File: config.mk
export PLATFORM = sky130hd
export DESIGN_NAME = nes_board_top
export DESIGN_NICKNAME = d
export VERILOG_FILES = /design/src/hw/nes_board_pkg.sv /design/src/hw/joypad_port.sv /design/src/hw/nes_board_top.sv /design/src/hw/rom_load_ctrl.sv /design/src/hw/rv_mem_bridge.sv
export SDC_FILE = /design/constraint.sdc
export NUM_CORES = 1
export LEC_CHECK = 0
export BUFFER_PORTS_ARGS = -buffer_cell sky130_fd_sc_hd__buf_2
export CORE_AREA = 2 2 157 159
export CTS_CLUSTER_DIAMETER = 120
export DETAILED_ROUTE_END_ITERATION = 6
export DIE_AREA = 0 0 159 161
export PLACE_DENSITY = 0.66
export SYNTH_ARGS = -nofsm -noshare
export SYNTH_HDL_FRONTEND = slang
export SYNTH_SLANG_ARGS = --single-unit
File: constraint.sdc
create_clock -name clk -period 1.47 [get_ports clk]
set_input_delay 0.294 -clock clk [delete_from_list [all_inputs] [get_ports clk]]
set_output_delay 0.294 -clock clk [all_outputs]
set_load 0.005 [all_outputs]
File: src/hw/nes_board_pkg.sv
//////////////////////////////
// shared widths, button indices, mapper numbers and
// bridge states for the board glue logic
// referenced by scoped name from each RTL file
//////////////////////////////

`default_nettype none

package nes_board_pkg;

    //////////////////////////////
    // address and data widths
    //////////////////////////////
    localparam int NES_ADDR_W  = 22;    // NES cpu and loader byte address
    localparam int RV_ADDR_W   = 23;    // softcore byte address
    localparam int HALF_ADDR_W = 20;    // word addr [20:2] plus half select

    //////////////////////////////
    // controller
    //////////////////////////////
    // SNES layout, lower 8 bits are the NES buttons
    localparam int BTN_W      = 12;
    localparam int NES_BTN_W  = 8;
    localparam int AUTO_A_BTN = 8;      // autofire request on A
    localparam int AUTO_B_BTN = 9;      // autofire request on B

    // clk cycles per autofire level
    localparam int AUTOFIRE_HALF_PERIOD = 8;

    //////////////////////////////
    // mapper flags
    //////////////////////////////
    localparam int MAPPER_W = 8;
    localparam int FLAGS_W  = 64;

    // mappers with expansion audio, entry 0 in the low byte
    localparam int EXT_AUDIO_N = 3;
    localparam logic [EXT_AUDIO_N*MAPPER_W-1:0] EXT_AUDIO_MAPPERS = {8'd26, 8'd24, 8'd19};

    // softcore bridge FSM
    typedef enum logic [2:0] {
        RV_IDLE,        // waiting for an access
        RV_WAIT0,       // low half outstanding
        RV_DATA0,       // capture low half
        RV_WAIT1,       // high half outstanding
        RV_DATA1        // return read data
    } rv_state_e;

endpackage

`default_nettype wire

File: src/hw/joypad_port.sv
//////////////////////////////
// one NES controller port
// loads the buttons on strobe with autofire on A and B,
// shifts them out on falling edges of the joypad clock
//////////////////////////////

`timescale 1ns/1ns
`default_nettype none

module joypad_port (
    input  wire                             clk,
    input  wire                             sys_resetn,
    input  wire [nes_board_pkg::BTN_W-1:0]  i_buttons,
    input  wire                             i_strobe,
    input  wire                             i_joy_clk,
    output logic                            o_joy_data
);

    logic [$clog2(nes_board_pkg::AUTOFIRE_HALF_PERIOD)-1:0] af_cnt [2];
    logic [1:0]                            af_fire;     // bit 0 fires A, bit 1 fires B
    logic [1:0]                            joy_clk_r;
    logic [nes_board_pkg::NES_BTN_W-1:0]   bits;

    wire [1:0] af_req   = {i_buttons[nes_board_pkg::AUTO_B_BTN],
                           i_buttons[nes_board_pkg::AUTO_A_BTN]};
    wire       clk_fall = joy_clk_r[1] & ~joy_clk_r[0];

    //////////////////////////////
    // autofire
    //////////////////////////////
    always_ff @(posedge clk) begin
        if (!sys_resetn) begin
            af_fire <= 2'b00;
            for (int i = 0; i < 2; i++)
                af_cnt[i] <= '0;
        end else begin
            for (int i = 0; i < 2; i++) begin
                if (!af_req[i]) begin
                    af_cnt[i]  <= '0;       // released, restart low
                    af_fire[i] <= 1'b0;
                end else if (af_cnt[i] == nes_board_pkg::AUTOFIRE_HALF_PERIOD - 1) begin
                    af_cnt[i]  <= '0;
                    af_fire[i] <= ~af_fire[i];
                end else begin
                    af_cnt[i] <= af_cnt[i] + 1'b1;
                end
            end
        end
    end

    // joypad clock edge detect
    always_ff @(posedge clk) begin
        if (!sys_resetn)
            joy_clk_r <= 2'b00;
        else
            joy_clk_r <= {joy_clk_r[0], i_joy_clk};
    end

    //////////////////////////////
    // serial shift out
    //////////////////////////////
    always_ff @(posedge clk) begin
        if (i_strobe)
            bits <= {i_buttons[nes_board_pkg::NES_BTN_W-1:2],
                     i_buttons[1] | af_fire[1],
                     i_buttons[0] | af_fire[0]};
        else if (clk_fall)
            bits <= {1'b1, bits[nes_board_pkg::NES_BTN_W-1:1]};  // ones after last button
    end

    assign o_joy_data = bits[0];

endmodule

`default_nettype wire

File: src/hw/nes_board_top.sv
//////////////////////////////
// board glue between NES core, SDRAM, softcore and pads
// softcore bridge, ROM load control and two joypad ports
//////////////////////////////

`timescale 1ns/1ns
`default_nettype none

module nes_board_top (
    input  wire                                  clk,
    input  wire                                  sys_resetn,
    // softcore
    input  wire                                  i_rv_valid,
    input  wire [nes_board_pkg::RV_ADDR_W-1:0]   i_rv_addr,
    input  wire [31:0]                           i_rv_wdata,
    input  wire [3:0]                            i_rv_wstrb,
    output wire                                  o_rv_ready,
    output wire [31:0]                           o_rv_rdata,
    // memory softcore port
    output wire                                  o_mem_req,
    input  wire                                  i_mem_req_ack,
    output wire [nes_board_pkg::HALF_ADDR_W-1:0] o_mem_addr,
    output wire [15:0]                           o_mem_din,
    output wire [1:0]                            o_mem_ds,
    output wire                                  o_mem_we,
    input  wire [15:0]                           i_mem_dout,
    // loader
    input  wire                                  i_loading,
    input  wire                                  i_loader_write,
    input  wire [nes_board_pkg::NES_ADDR_W-1:0]  i_loader_addr,
    input  wire [7:0]                            i_loader_data,
    input  wire                                  i_loader_done,
    input  wire [nes_board_pkg::FLAGS_W-1:0]     i_loader_flags,
    // NES cpu and memory cpu port
    input  wire [nes_board_pkg::NES_ADDR_W-1:0]  i_cpu_addr,
    input  wire [7:0]                            i_cpu_dout,
    input  wire                                  i_cpu_write,
    input  wire                                  i_cpu_read,
    output wire [nes_board_pkg::NES_ADDR_W-1:0]  o_cpu_mem_addr,
    output wire [7:0]                            o_cpu_mem_din,
    output wire                                  o_cpu_mem_we,
    output wire                                  o_cpu_mem_oe,
    // console control
    output wire                                  o_reset_nes,
    output wire                                  o_clkref,
    output wire [nes_board_pkg::FLAGS_W-1:0]     o_mapper_flags,
    output wire                                  o_ext_audio,
    // joypads
    input  wire [nes_board_pkg::BTN_W-1:0]       i_joy1_btns,
    input  wire [nes_board_pkg::BTN_W-1:0]       i_joy2_btns,
    input  wire                                  i_joypad_strobe,
    input  wire [1:0]                            i_joypad_clock,
    output wire                                  o_joypad1_data,
    output wire                                  o_joypad2_data
);

    rv_mem_bridge u_bridge (
        .clk(clk), .sys_resetn(sys_resetn),
        .i_rv_valid(i_rv_valid), .i_rv_addr(i_rv_addr),
        .i_rv_wdata(i_rv_wdata), .i_rv_wstrb(i_rv_wstrb),
        .o_rv_ready(o_rv_ready), .o_rv_rdata(o_rv_rdata),
        .o_mem_req(o_mem_req), .i_mem_req_ack(i_mem_req_ack),
        .o_mem_addr(o_mem_addr), .o_mem_din(o_mem_din),
        .o_mem_ds(o_mem_ds), .o_mem_we(o_mem_we),
        .i_mem_dout(i_mem_dout)
    );

    rom_load_ctrl u_load (
        .clk(clk), .sys_resetn(sys_resetn),
        .i_loading(i_loading), .i_loader_write(i_loader_write),
        .i_loader_addr(i_loader_addr), .i_loader_data(i_loader_data),
        .i_loader_done(i_loader_done), .i_loader_flags(i_loader_flags),
        .i_cpu_addr(i_cpu_addr), .i_cpu_dout(i_cpu_dout),
        .i_cpu_write(i_cpu_write), .i_cpu_read(i_cpu_read),
        .o_cpu_mem_addr(o_cpu_mem_addr), .o_cpu_mem_din(o_cpu_mem_din),
        .o_cpu_mem_we(o_cpu_mem_we), .o_cpu_mem_oe(o_cpu_mem_oe),
        .o_reset_nes(o_reset_nes), .o_clkref(o_clkref),
        .o_mapper_flags(o_mapper_flags), .o_ext_audio(o_ext_audio)
    );

    // one port per controller, shared strobe
    joypad_port u_joy1 (
        .clk(clk), .sys_resetn(sys_resetn),
        .i_buttons(i_joy1_btns), .i_strobe(i_joypad_strobe),
        .i_joy_clk(i_joypad_clock[0]), .o_joy_data(o_joypad1_data)
    );

    joypad_port u_joy2 (
        .clk(clk), .sys_resetn(sys_resetn),
        .i_buttons(i_joy2_btns), .i_strobe(i_joypad_strobe),
        .i_joy_clk(i_joypad_clock[1]), .o_joy_data(o_joypad2_data)
    );

endmodule

`default_nettype wire

File: src/hw/rom_load_ctrl.sv
//////////////////////////////
// ROM load control
// console reset and clkref from the loading edges, loader
// write stretch onto the cpu memory port, mapper flags
//////////////////////////////

`timescale 1ns/1ns
`default_nettype none

module rom_load_ctrl (
    input  wire                                  clk,
    input  wire                                  sys_resetn,
    // loader
    input  wire                                  i_loading,
    input  wire                                  i_loader_write,
    input  wire [nes_board_pkg::NES_ADDR_W-1:0]  i_loader_addr,
    input  wire [7:0]                            i_loader_data,
    input  wire                                  i_loader_done,
    input  wire [nes_board_pkg::FLAGS_W-1:0]     i_loader_flags,
    // NES cpu
    input  wire [nes_board_pkg::NES_ADDR_W-1:0]  i_cpu_addr,
    input  wire [7:0]                            i_cpu_dout,
    input  wire                                  i_cpu_write,
    input  wire                                  i_cpu_read,
    // memory cpu port
    output logic [nes_board_pkg::NES_ADDR_W-1:0] o_cpu_mem_addr,
    output logic [7:0]                           o_cpu_mem_din,
    output logic                                 o_cpu_mem_we,
    output logic                                 o_cpu_mem_oe,
    // console
    output logic                                 o_reset_nes,
    output logic                                 o_clkref,
    output logic [nes_board_pkg::FLAGS_W-1:0]    o_mapper_flags,
    output logic                                 o_ext_audio
);

    logic                                 loading_r;
    logic                                 loading_rr;
    logic                                 ld_write_r;
    logic                                 ld_we;     // two-cycle loader write
    logic [nes_board_pkg::NES_ADDR_W-1:0] ld_addr;
    logic [7:0]                           ld_data;

    //////////////////////////////
    // load edges
    //////////////////////////////
    always_ff @(posedge clk) begin
        if (!sys_resetn) begin
            loading_r   <= 1'b0;
            loading_rr  <= 1'b0;
            o_reset_nes <= 1'b1;
            o_clkref    <= 1'b0;
        end else begin
            loading_r  <= i_loading;
            loading_rr <= loading_r;
            o_clkref   <= ~o_clkref;
            if (!loading_r && loading_rr) begin
                o_reset_nes <= 1'b0;    // rom in place, let the console run
                o_clkref    <= 1'b1;    // realign sdram phase
            end else if (loading_r && !loading_rr) begin
                o_reset_nes <= 1'b1;
            end
        end
    end

    // stretch each loader pulse to two cycles
    always_ff @(posedge clk) begin
        if (!sys_resetn) begin
            ld_write_r <= 1'b0;
            ld_we      <= 1'b0;
        end else begin
            ld_write_r <= i_loader_write;
            ld_we      <= i_loader_write | ld_write_r;
        end
    end

    always_ff @(posedge clk) begin
        if (i_loader_write) begin
            ld_addr <= i_loader_addr;
            ld_data <= i_loader_data;
        end
        if (i_loader_done)
            o_mapper_flags <= i_loader_flags;
    end

    // loader owns the port while loading
    assign o_cpu_mem_addr = i_loading ? ld_addr : i_cpu_addr;
    assign o_cpu_mem_din  = i_loading ? ld_data : i_cpu_dout;
    assign o_cpu_mem_we   = ld_we | i_cpu_write;
    assign o_cpu_mem_oe   = ~i_loading & i_cpu_read;

    always_comb begin
        o_ext_audio = 1'b0;
        for (int i = 0; i < nes_board_pkg::EXT_AUDIO_N; i++) begin
            if (o_mapper_flags[nes_board_pkg::MAPPER_W-1:0] ==
                nes_board_pkg::EXT_AUDIO_MAPPERS[i*nes_board_pkg::MAPPER_W +: 8])
                o_ext_audio = 1'b1;
        end
    end

endmodule

`default_nettype wire

File: src/hw/rv_mem_bridge.sv
//////////////////////////////
// softcore to memory bridge
// splits each 32-bit access into 16-bit requests on a
// toggle req/ack port; one-half writes take one request
//////////////////////////////

`timescale 1ns/1ns
`default_nettype none

module rv_mem_bridge (
    input  wire                                   clk,
    input  wire                                   sys_resetn,
    // softcore side
    input  wire                                   i_rv_valid,
    input  wire [nes_board_pkg::RV_ADDR_W-1:0]    i_rv_addr,
    input  wire [31:0]                            i_rv_wdata,
    input  wire [3:0]                             i_rv_wstrb,
    output logic                                  o_rv_ready,
    output logic [31:0]                           o_rv_rdata,
    // memory side
    output logic                                  o_mem_req,
    input  wire                                   i_mem_req_ack,
    output logic [nes_board_pkg::HALF_ADDR_W-1:0] o_mem_addr,
    output logic [15:0]                           o_mem_din,
    output logic [1:0]                            o_mem_ds,
    output logic                                  o_mem_we,
    input  wire [15:0]                            i_mem_dout
);

    nes_board_pkg::rv_state_e state;

    logic        valid_r;
    logic        pending;       // one access remembered while busy
    logic        word;          // 0 low half, 1 high half
    logic [15:0] rdata_lo;

    wire is_write = |i_rv_wstrb;
    wire new_req  = i_rv_valid & ~valid_r;
    wire mem_done = (o_mem_req == i_mem_req_ack);

    assign o_mem_addr = {i_rv_addr[20:2], word};
    assign o_mem_din  = word ? i_rv_wdata[31:16] : i_rv_wdata[15:0];
    assign o_rv_rdata = {i_mem_dout, rdata_lo};    // high half still held by memory

    //////////////////////////////
    // request FSM
    //////////////////////////////
    always_ff @(posedge clk) begin
        if (!sys_resetn) begin
            state      <= nes_board_pkg::RV_IDLE;
            valid_r    <= 1'b0;
            pending    <= 1'b0;
            o_rv_ready <= 1'b0;
            o_mem_req  <= 1'b0;
            o_mem_we   <= 1'b0;
            o_mem_ds   <= 2'b00;
            word       <= 1'b0;
        end else begin
            valid_r    <= i_rv_valid;
            o_rv_ready <= 1'b0;
            if (new_req)
                pending <= 1'b1;

            case (state)
                nes_board_pkg::RV_IDLE: begin
                    if (pending || new_req) begin
                        pending   <= 1'b0;
                        o_mem_req <= ~o_mem_req;
                        o_mem_we  <= is_write;
                        if (is_write && i_rv_wstrb[1:0] == 2'b00) begin
                            // upper half only
                            word     <= 1'b1;
                            o_mem_ds <= i_rv_wstrb[3:2];
                            state    <= nes_board_pkg::RV_WAIT1;
                        end else begin
                            word     <= 1'b0;
                            o_mem_ds <= is_write ? i_rv_wstrb[1:0] : 2'b11;
                            state    <= nes_board_pkg::RV_WAIT0;
                        end
                    end
                end

                nes_board_pkg::RV_WAIT0: begin
                    if (mem_done) begin
                        if (!o_mem_we) begin
                            state <= nes_board_pkg::RV_DATA0;
                        end else if (i_rv_wstrb[3:2] == 2'b00) begin
                            o_rv_ready <= 1'b1;     // lower half only, done
                            state      <= nes_board_pkg::RV_IDLE;
                        end else begin
                            o_mem_req <= ~o_mem_req;
                            word      <= 1'b1;
                            o_mem_ds  <= i_rv_wstrb[3:2];
                            state     <= nes_board_pkg::RV_WAIT1;
                        end
                    end
                end

                // low half is latched below, then ask for the high half
                nes_board_pkg::RV_DATA0: begin
                    o_mem_req <= ~o_mem_req;
                    word      <= 1'b1;
                    o_mem_ds  <= 2'b11;
                    state     <= nes_board_pkg::RV_WAIT1;
                end

                nes_board_pkg::RV_WAIT1: begin
                    if (mem_done) begin
                        if (o_mem_we) begin
                            o_rv_ready <= 1'b1;
                            state      <= nes_board_pkg::RV_IDLE;
                        end else begin
                            state <= nes_board_pkg::RV_DATA1;
                        end
                    end
                end

                nes_board_pkg::RV_DATA1: begin
                    o_rv_ready <= 1'b1;
                    state      <= nes_board_pkg::RV_IDLE;
                end

                default: state <= nes_board_pkg::RV_IDLE;
            endcase
        end
    end

    // low read half
    always_ff @(posedge clk) begin
        if (state == nes_board_pkg::RV_DATA0)
            rdata_lo <= i_mem_dout;
    end

endmodule

`default_nettype wire

---- Yosys cells after proc, flatten, opt, wreduce, memory -nomap -nowiden ----
Memories as Yosys holds them, arrays and structs flattened.
Cells that the tools add are included.
storage, ports and cells
  register bits after elaboration ......... 151
  latch bits .............................. 0
  memory bits (writable) .................. 12
  memory bits (read-only) ................. 0
  input bits .............................. 235
  output and inout bits ................... 174
  memories ................................ 2
memories
  name           words  bits a word  read ports  clocked after Yosys merged registers in  write ports  line               source
  u_joy1.af_cnt  2      3            2           0                                        2            joypad_port.sv:19  logic [$clog2(nes_board_pkg::AUTOFIRE_HALF_PERIOD)-1:0] af_cnt [2];
  u_joy2.af_cnt  2      3            2           0                                        2            joypad_port.sv:19
operators by class
  add/subtract/negate cells ............... 4
  multipliers ............................. 0
  div/mod/pow operators ................... 0
  $lt $le $gt $ge ......................... 0
  eq/ne operators ......................... 17
  shift-type cells ........................ 0
  multiplexer cells ....................... 105
  bitwise operators ....................... 32
  reductions and logical operators ........ 21
operator list
  cell                                           number
  2-to-1 mux 1 bit                               68
  2-to-1 mux 3 bit                               17
  2-to-1 mux 8 bit                               5
  == test 8 x 5 -> 1 bit, second input constant  3
  2-to-1 mux 22 bit                              1
  bitwise OR 1 bit                               18
  2-to-1 mux 16 bit                              1
  2-to-1 mux 2 bit                               8
  == test 3 bit, second input constant           5
  adder 3 x 1 -> 3 bit, second input constant    4
  case mux 3 bit (4 select lines)                1
  NOT 1 bit                                      10
  AND reduction 2 bit                            5
  case mux 1 bit (3 select lines)                3
  != test 2 x 1 -> 1 bit, second input constant  4
  == test 3 x 2 -> 1 bit, second input constant  2
  case mux 2 bit (3 select lines)                1
  nonzero test 2 bit                             3
  AND reduction 5 bit                            1
  bitwise AND 1 bit                              4
  logical NOT 2 bit                              2
  OR reduction 4 bit                             1
  == test 3 x 1 -> 1 bit, second input constant  1
  logical AND 1 bit                              3
  other kinds (7)                                8

---- Logic depth before layout (Yosys ltp) ----
Gate-level depths: netlist of run 1.
An unclocked memory read counts as a cell.
  depth after elaboration ................. 8
  gate-level depth with buffers ........... 5
  gate-level depth less buffers ........... 5

---- Modules after synthesis ----
A second synthesis of run 1 with hierarchy kept.
unflattened totals
  cell total of the unflattened synthesis .. 387
  area total of the unflattened synthesis .. 6,459.9 µm²
by module, submodules not included
  module         instances  cells an instance  area an instance (µm²)
  rom_load_ctrl  1          151                3,424.5
  joypad_port    2          52                 764.5
  rv_mem_bridge  1          132                1,506.4

---- Least setup slack after synthesis of run 1 ----
Ideal clock, no wire load.
  path kind ............................... flip-flop to flip-flop
  start ................................... reg u_bridge.state[1]
  end ..................................... reg u_bridge.rdata_lo[0] (enable)
  arrival time ............................ 1,023 ps
  slack ................................... 83 ps
  cell stages (with the launch flop) ...... 4
  path buffers ............................ 1
  period minus slack after synthesis ...... 1,387 ps
  path through ............................ dfxtp_1 clkbuf_1 nand2_1 inv_1
between the ends
  cells in the longest elaborated chain, start to end .. 1
ends and longest elaborated chain
  item                      line                  source
  start: declaration        rv_mem_bridge.sv:30   nes_board_pkg::rv_state_e state;
  start signal: assignment  rv_mem_bridge.sv:50   state <= nes_board_pkg::RV_IDLE;
  start signal: assignment  rv_mem_bridge.sv:74   state <= nes_board_pkg::RV_WAIT1;
  start signal: assignment  rv_mem_bridge.sv:78   state <= nes_board_pkg::RV_WAIT0;
  == test 3 x 2 -> 1 bit    rv_mem_bridge.sv:130  if (state == nes_board_pkg::RV_DATA0)
  end signal: assignment    rv_mem_bridge.sv:131  rdata_lo <= i_mem_dout;
  end: declaration          rv_mem_bridge.sv:35   logic [15:0] rdata_lo;
No other way between the ends.
A chain may end at the register's enable or synchronous reset.

---- Final worst setup path of run 1 ----
  start ................................... reg u_load.o_mapper_flags[0] in the netlist's numbering
  end ..................................... out o_ext_audio
between the ends
  cells in the longest elaborated chain, start to end .. 4
  elaborated cells on any way between the ends .. 6
  classes of those cells .................. eq/ne: 3; mux: 3
ends and longest elaborated chain
  item                           line                 source
  start: declaration             rom_load_ctrl.sv:33  output logic [nes_board_pkg::FLAGS_W-1:0] o_mapper_flags,
  start signal: assignment       rom_load_ctrl.sv:83  o_mapper_flags <= i_loader_flags;
  == test 8 x 5 -> 1 bit         rom_load_ctrl.sv:95  if (o_mapper_flags[nes_board_pkg::MAPPER_W-1:0] ==
  2-to-1 mux 1 bit (2 in a row)  rom_load_ctrl.sv:95
  2-to-1 mux 1 bit (*)           rom_load_ctrl.sv:95
  end: declaration               nes_board_top.sv:47  output wire o_ext_audio,
Every way passes the cells marked *; elsewhere a longest branch is shown, timed or not.

==> results.md, run 1 <==
* Gr usage total at 12.6%
* Die Wd at 159 um
* Cells after Synth at 401
* Clock sinks at 163
* Initial antenna violation count at 2
* GRT met2 Usage at ~21%
* Routed wire length at approximately 17 mm
* Core area at roughly 24000 sq um
* CP Buf/Inv Count at 1
* Area leader, netlist: edfxtp_1
* Status: finished, violations left
* # rows at 57
* Ports at 409
* Reg clk slew, reported paths at approximately 0.08 ns
* Startpoint types: flop
* Largest family of logic cells by synthesized area: multiplexers
* CP Data Arrival Time at 1.46 ns
* Top cell type's share of synthesized area at between 60% and 70%
* Worst-path cell chain: mux2_2 > nor4_2 > buf_2
* Combinational Power Share at 15.6%
* Grt total ovfl at 0
* Die Ht at approximately 160 um
* Min-Delay Path Depth at 1
* R2R Setup Slk at 0.11 ns
* Hold Path Origin: i_loader_flags[13]
* Fin area at around 9600 sq um
* H-Tree Depth at 4
* Skew-Pair Late Insertion Delay at approximately 0.42 ns
* XOR/XNOR Fraction of Synth Area at 0.794%
* Ranking of synthesized cells by area: edfxtp_1 64%, mux2_2 9.6%, dfxtp_1 7.7%
* CP Max Fanout at 3
* # hold bufs at CTS at 0
* Placed inst area at 8570 sq um
* Fin. Hold Viols at 0
* WHS Endpoint: u_load.o_mapper_flags[13]$_DFFE_PP_
* Synthesis Warnings at 0
* CP Data Required Time at 1.18 ns
* Reg-to-Reg Start: u_bridge.o_mem_req$_SDFFE_PN0P_
* Die area at roughly 26000 sq um
* DRT Pass-1 Iters at 4
* Via-per-instance ratio at about 4.1
* Family with the most delay on the worst path: flip-flops
* Syn Std Cell Area at between 6000 and 7000 sq um
* CTS tree: built
* DR vias at between 4000 and 5000
* Sequential fraction of the synthesis area at a little under three quarters
* Max stage delay on crit path at around 0.46 ns
* Worst setup margin at -0.288 ns
* Grt met1 use at about 14%
* Clk buf depth at 2
* Post-synth EDFFs at ~140
* Net count, final at around 1000
* Clock share of power at approximately 38%
* Primary FF master, synth: edfxtp_1
* Post-synthesis adder-cell area fraction at 1.74%
* Compound-Gate Fraction of Synth Area at 3.12%
* Reg power frac at a little under half
* R2R Path End: u_bridge.word$_SDFFE_PN0P_
* Yosys reg bits at approximately 160
* Initial core utilization at 27.0%
* Kind of critical path: flop to primary output
* Post-synthesis simple-gate area fraction at roughly 6.6%
* Worst IR Drop VDD at roughly 0.62 mV
* Drt wl/cell at 15.2 um
* Num CTS Buffers at 17
* Area delta synth->final at 48.7%
* Met3 Usage GRT at 4.44%
* Placed wire-length estimate at roughly 13 mm
* Cell Pwr Density at between 1000 and 1500 nW/um^2
* GR peak layer: met2
* Post-synth cell types at 47
* FF-to-FF path depth at 4
* Worst min path class: input pin to flop
* Placer congestion estimate at between 0.8 and 0.9
* Min cycle time layout at 1.76 ns
* PnR Total Power at approximately 0.012 W
* Layout cells sized above 1 at approximately three fifths
* Final period util at 120%
* Pint at 0.00890 W
* Top-count cell post-synth: edfxtp_1
* Failing checks: negative setup slack
* Port bufs at 362
* Clock Root Buffer: clkbuf_16
* Clock skew at ~0.0085 ns
* 1st-iter DRT viols at 173
* Switching Fraction at 26.0%
* Pin count of the biggest net entering global routing at 33
* Vias in the first global route at about 4500
* Asr flop ratio synth at 0%
* Final setup fails at 42
* Mux cell area share after synthesis at 10.2%
* Pleak at approximately 4.2 nW
* Synth cell count leaders: 138 x edfxtp_1, 55 x mux2_2, 36 x buf_4
* Slew Viols, Final at 0
* ANT cells at 0
* Syn Area/Cell at roughly 16 sq um
* DRC viols at 0
* Critical-path top delay cell: edfxtp_1
* Endpoint type of the worst setup path: primary output
* Fmax at around 570 MHz
* DRT antenna net count at 0
* First-pass GRT wire length at 24.6 mm
* Net Sw Power at 0.00313 W
* MaxCap Viol Count at 0
* RSZ-0062 raised after global routing: true
## metrics by stage
step           std cells  hold WS [ns]  setup WS [ns]  setup TNS, ns  util [%]
2_1_floorplan        412         0.393         0.0829              0         -
3_3_place_gp        1065         0.428         0.0464              0      35.8
3_5_place_dp        1065         0.433         0.0421              0      35.8
4_1_cts             1098        0.0113         -0.306          -5.16      39.5
5_1_grt             1100        0.0108         -0.357          -6.41      40.1
6_report            1100        0.0352         -0.288          -4.27      40.1
## repair_timing
item | CTS | global route
gates resized for setup | 55 | 20
cloned | 1 | 1
pin swaps | 0 | 1
buffers inserted | 0 | 1
endpoints found under the setup margin | 47 | 47
## cells in the final DEF, fill, tap and decap left out, types with 2 or more instances in the layout
master     count
buf_2        328
edfxtp_1     138
mux2_4        36
buf_6         34
nor2_1        26
dfxtp_1       24
mux2_2        21
clkbuf_16     18
and2_1        16
nand2_1       15
conb_1        12
buf_4         10
ha_1           9
nor2b_1        6
nor3_1         6
buf_12         6
a21oi_1        5
inv_1          5
inv_8          5
clkinv_8       5
xnor2_1        4
nand2b_1       4
o21ai_0        4
a21boi_0       4
a21o_1         3
a31oi_1        2
mux2i_1        2
clkinv_4       2
inv_12         2
## worst reg2reg max path, cell delays in order, from the launching register on
cell,delay [ns]
dfxtp_1,0.38
xor2_2,0.30
nor4_4,0.10
or2_4,0.25
o221a_1,0.23
## state kept, by name, indices dropped and copies added (netlist names), 2 cells and up
name and cells:
u_bridge.o_mem_ds 2, u_load.o_mapper_flags 64, u_joy1.joy_clk_r 2, u_joy1.bits 8, u_bridge.state 3, u_joy2.af_fire 2, u_joy1.af_fire 2, u_joy2.af_cnt 6
u_joy2.bits 8, u_bridge.rdata_lo 16, u_load.ld_data 8, u_joy1.af_cnt 6, u_joy2.joy_clk_r 2, u_load.ld_addr 22
## metal layers
metal	vias up	wire, um
li1	2155	-
met1	2059	6490
met2	235	8380
met3	31	1430
met4	4	435
met5	-	27
## layout make-up
type,instances,area (sq um)
inverter,5,18.8
sequential,163,4650
fill,2261,14400
timing repair buffer,380,2270
clock buffer,17,425
clock inverter,15,196
multi-input combinational,196,1640
tap,324,405
## worst max-delay path by stage
stage               slack [ns]                             end  cells past startpoint                                from
floorplan                 0.08  u_bridge.rdata_lo[0]$_DFFE_PN_                      3      u_bridge.state[1]$_SDFFE_PN0P_
global placement          0.05      u_bridge.word$_SDFFE_PN0P_                      5                          i_rv_valid
detailed placement        0.04      u_bridge.word$_SDFFE_PN0P_                      5                          i_rv_valid
CTS                      -0.31                     o_ext_audio                      3  u_load.o_mapper_flags[0]$_DFFE_PP_
global route             -0.36                     o_ext_audio                      4  u_load.o_mapper_flags[0]$_DFFE_PP_
finish                   -0.29                     o_ext_audio                      3  u_load.o_mapper_flags[0]$_DFFE_PP_
## cell families (layout without fill, tap and decap cells)
kind of cell	after synthesis	in the layout
XOR/XNOR	5	5
flip-flops	163	163
AND/OR/NAND/NOR	82	82
AO/OA/AOI/OAI	29	29
multiplexers	59	59
buffers and inverters	53	417
other	1	12
adder cells (fa/ha/maj)	9	9
## power groups by stage
stage | logic [W] | registers [W] | clock network (W)
after floorplan | 0.000692 | 0.00569 | 0
final | 0.00188 | 0.00560 | 0.00455
after CTS | 0.00180 | 0.00559 | 0.00471
after global routing | 0.00203 | 0.00564 | 0.00488
after global placement | 0.00156 | 0.00567 | 0
after detailed placement | 0.00158 | 0.00568 | 0
(Power assumes the default switching activity.)
==> run 2: changes to the inputs <==
- SETUP_SLACK_MARGIN: not set -> 0.15
==> results.md, run 2 (synthesis results as in run 1) <==
* Status: finished, violations left
* Failing checks: negative setup slack
* Placed wire-length estimate at 12.9 mm (+1.7%)
* Via-per-instance ratio at 4.07 (about the same)
* Skew-Pair Late Insertion Delay at 0.43 ns (about the same)
* Cell Pwr Density at 1250 nW/um^2 (-0.35%)
* Pin count of the biggest net entering global routing at 65 (+97%)
* RSZ-0062 raised after global routing: true
* CP Data Arrival Time at 1.43 ns (-0.03 ns)
* Area delta synth->final at 52.7%
* Hold Path Origin: i_loader_addr[4]
* Grt total ovfl at 0 (unchanged)
* # hold bufs at CTS at 0 (unchanged)
* Grt met1 use at 14.4% (+0.097 points)
* Num CTS Buffers at 17 (unchanged)
* Largest regs: u_load.o_mapper_flags x64, u_load.ld_addr x22, u_bridge.rdata_lo x16
* Worst min path class: input pin to flop
* GRT met2 Usage at 23.5% (+2.1 points)
* 1st-iter DRT viols at 182 (+5.2%)
* Endpoint type of the worst setup path: primary output
* Fmax at 580 MHz (+2.0%)
* # rows at 57 (unchanged)
* DR vias at 4518 (+0.76%)
* Max reg flops at 64 (unchanged)
* Min cycle time layout at 1.72 ns (-0.0344 ns)
* Clock skew at 0.0134 ns (+0.00491 ns)
* Fin area at 9870 sq um (+2.7%)
* DRT antenna net count at 0 (unchanged)
* CP Data Required Time at 1.18 ns (about the same)
* Initial core utilization at 27.0% (unchanged)
* Net count, final at 1014 (+0.70%)
* Worst IR Drop VDD at 0.701 mV (+13%)
* Pleak at 4.34 nW (+2.2%)
* Most frequent cells in the layout: 319 x buf_2, 138 x edfxtp_1, 46 x buf_6
* CP Max Fanout at 8 (+5)
* Core area at 24000 sq um (unchanged)
* Layout cells sized above 1 at 64.5% (+3.0 points)
* Die Ht at 161 um (unchanged)
* Drt wl/cell at 15.8 um (+3.5%)
* DRC viols at 0 (unchanged)
* Fin. Hold Viols at 0 (unchanged)
* Kind of critical path: flop to primary output
* Die area at 25600 sq um (unchanged)
* Critical Path Source: u_bridge.word$_SDFFE_PN0P_
* Worst setup margin at -0.254 ns (+0.0344 ns)
* Clk buf depth at 2 (unchanged)
* Placed inst area at 8550 sq um (-0.25%)
* Initial antenna violation count at 1 (-1)
* Final period util at 117% (-2.3 points)
* Commonest non-fill, non-tap cell in the layout: buf_2
* MaxCap Viol Count at 0 (unchanged)
* Met3 Usage GRT at 4.19% (-0.26 points)
* H-Tree Depth at 4 (unchanged)
* Placer congestion estimate at 0.794 (-3.1%)
* Reg clk slew, reported paths at 0.09 ns (about the same)
* CTS tree: built
* Die Wd at 159 um (unchanged)
* Vias in the first global route at 4545 (+1.0%)
* Ports at 409 (unchanged)
* DP Worst Slack at 0.0651 ns (+0.0230 ns)
* Clock sinks at 163 (unchanged)
* Port bufs at 362 (unchanged)
* Gr usage total at 13.0% (+0.40 points)
* Slew Viols, Final at 0 (unchanged)
* DRT Pass-1 Iters at 4 (unchanged)
* GR peak layer: met2
* Clock Root Buffer: clkbuf_16
* Final setup fails at 43 (+2.4%)
* Reg-to-Reg Start: u_bridge.state[1]$_SDFFE_PN0P_
* Startpoint types: flop
* Routed wire length at 17.5 mm (+4.3%)
* Largest Register: u_load.o_mapper_flags
* First-pass GRT wire length at 25.4 mm (+3.2%)
run 2: layout make-up:
type	instances	area, sq um
Fill cell	2295	14100
Sequential cell	163	4660
Timing Repair Buffer	387	2390
Multi-Input combinational cell	196	1750
Clock buffer	17	425
Tap cell	324	405
Clock inverter	15	199
Inverter	5	22.5
Antenna cell	2	5.00
run 2: critical path, cell delays in order, from the launching register on:
cell	delay, ns
dfxtp_4	0.42
buf_16	0.15
mux2_4	0.31
buf_6	0.12
run 2: metrics by stage:
step | hold WS [ns] | cells | total power [W] | utilization, % | TNS, ns
global route | 0.000994 | 1107 | 0.0129 | 41.2 | -6.95
CTS | 0.00463 | 1100 | 0.0122 | 39.9 | -5.54
global placement | 0.423 | 1065 | 0.00720 | 35.7 | 0
detailed placement | 0.431 | 1065 | 0.00724 | 35.7 | 0
finish | 0.0299 | 1109 | 0.0123 | 41.2 | -4.55
floorplan | 0.393 | 412 | 0.00638 | - | 0
run 2: path summary, 6_finish.rpt:
check                                 endpoint  slack (ns)  cells past startpoint
max                               o_mem_din[2]       -0.25                      3
min reg2reg            u_load.ld_we$_SDFF_PN0_        0.45                      1
max reg2reg  u_bridge.o_mem_ds[1]$_SDFFE_PN0P_        0.16                      5
min                u_load.ld_addr[4]$_DFFE_PP_        0.03                      1
run 2: power by group:
group          switching [W]  internal, W
Combinational       0.000844      0.00125
Clock                0.00225      0.00235
Sequential          0.000173      0.00545
Total                0.00326      0.00905
run 2: repair_timing:
| action | in CTS | in global routing |
|---|---|---|
| endpoints found under the hold margin | 0 | 0 |
| resized for setup | 77 | 48 |
| setup endpoints to repair | 65 | 66 |
| buffers inserted | 2 | 6 |
| gates cloned | 1 | 1 |
| pin swaps | 3 | 6 |
run 2: metal layers:
metal / vias to the layer above / routed length (um)
met3: 18 / 1340
met1: 2108 / 6500
met2: 224 / 9390
li1: 2168 / -
met5: - / 0
met4: 0 / 260
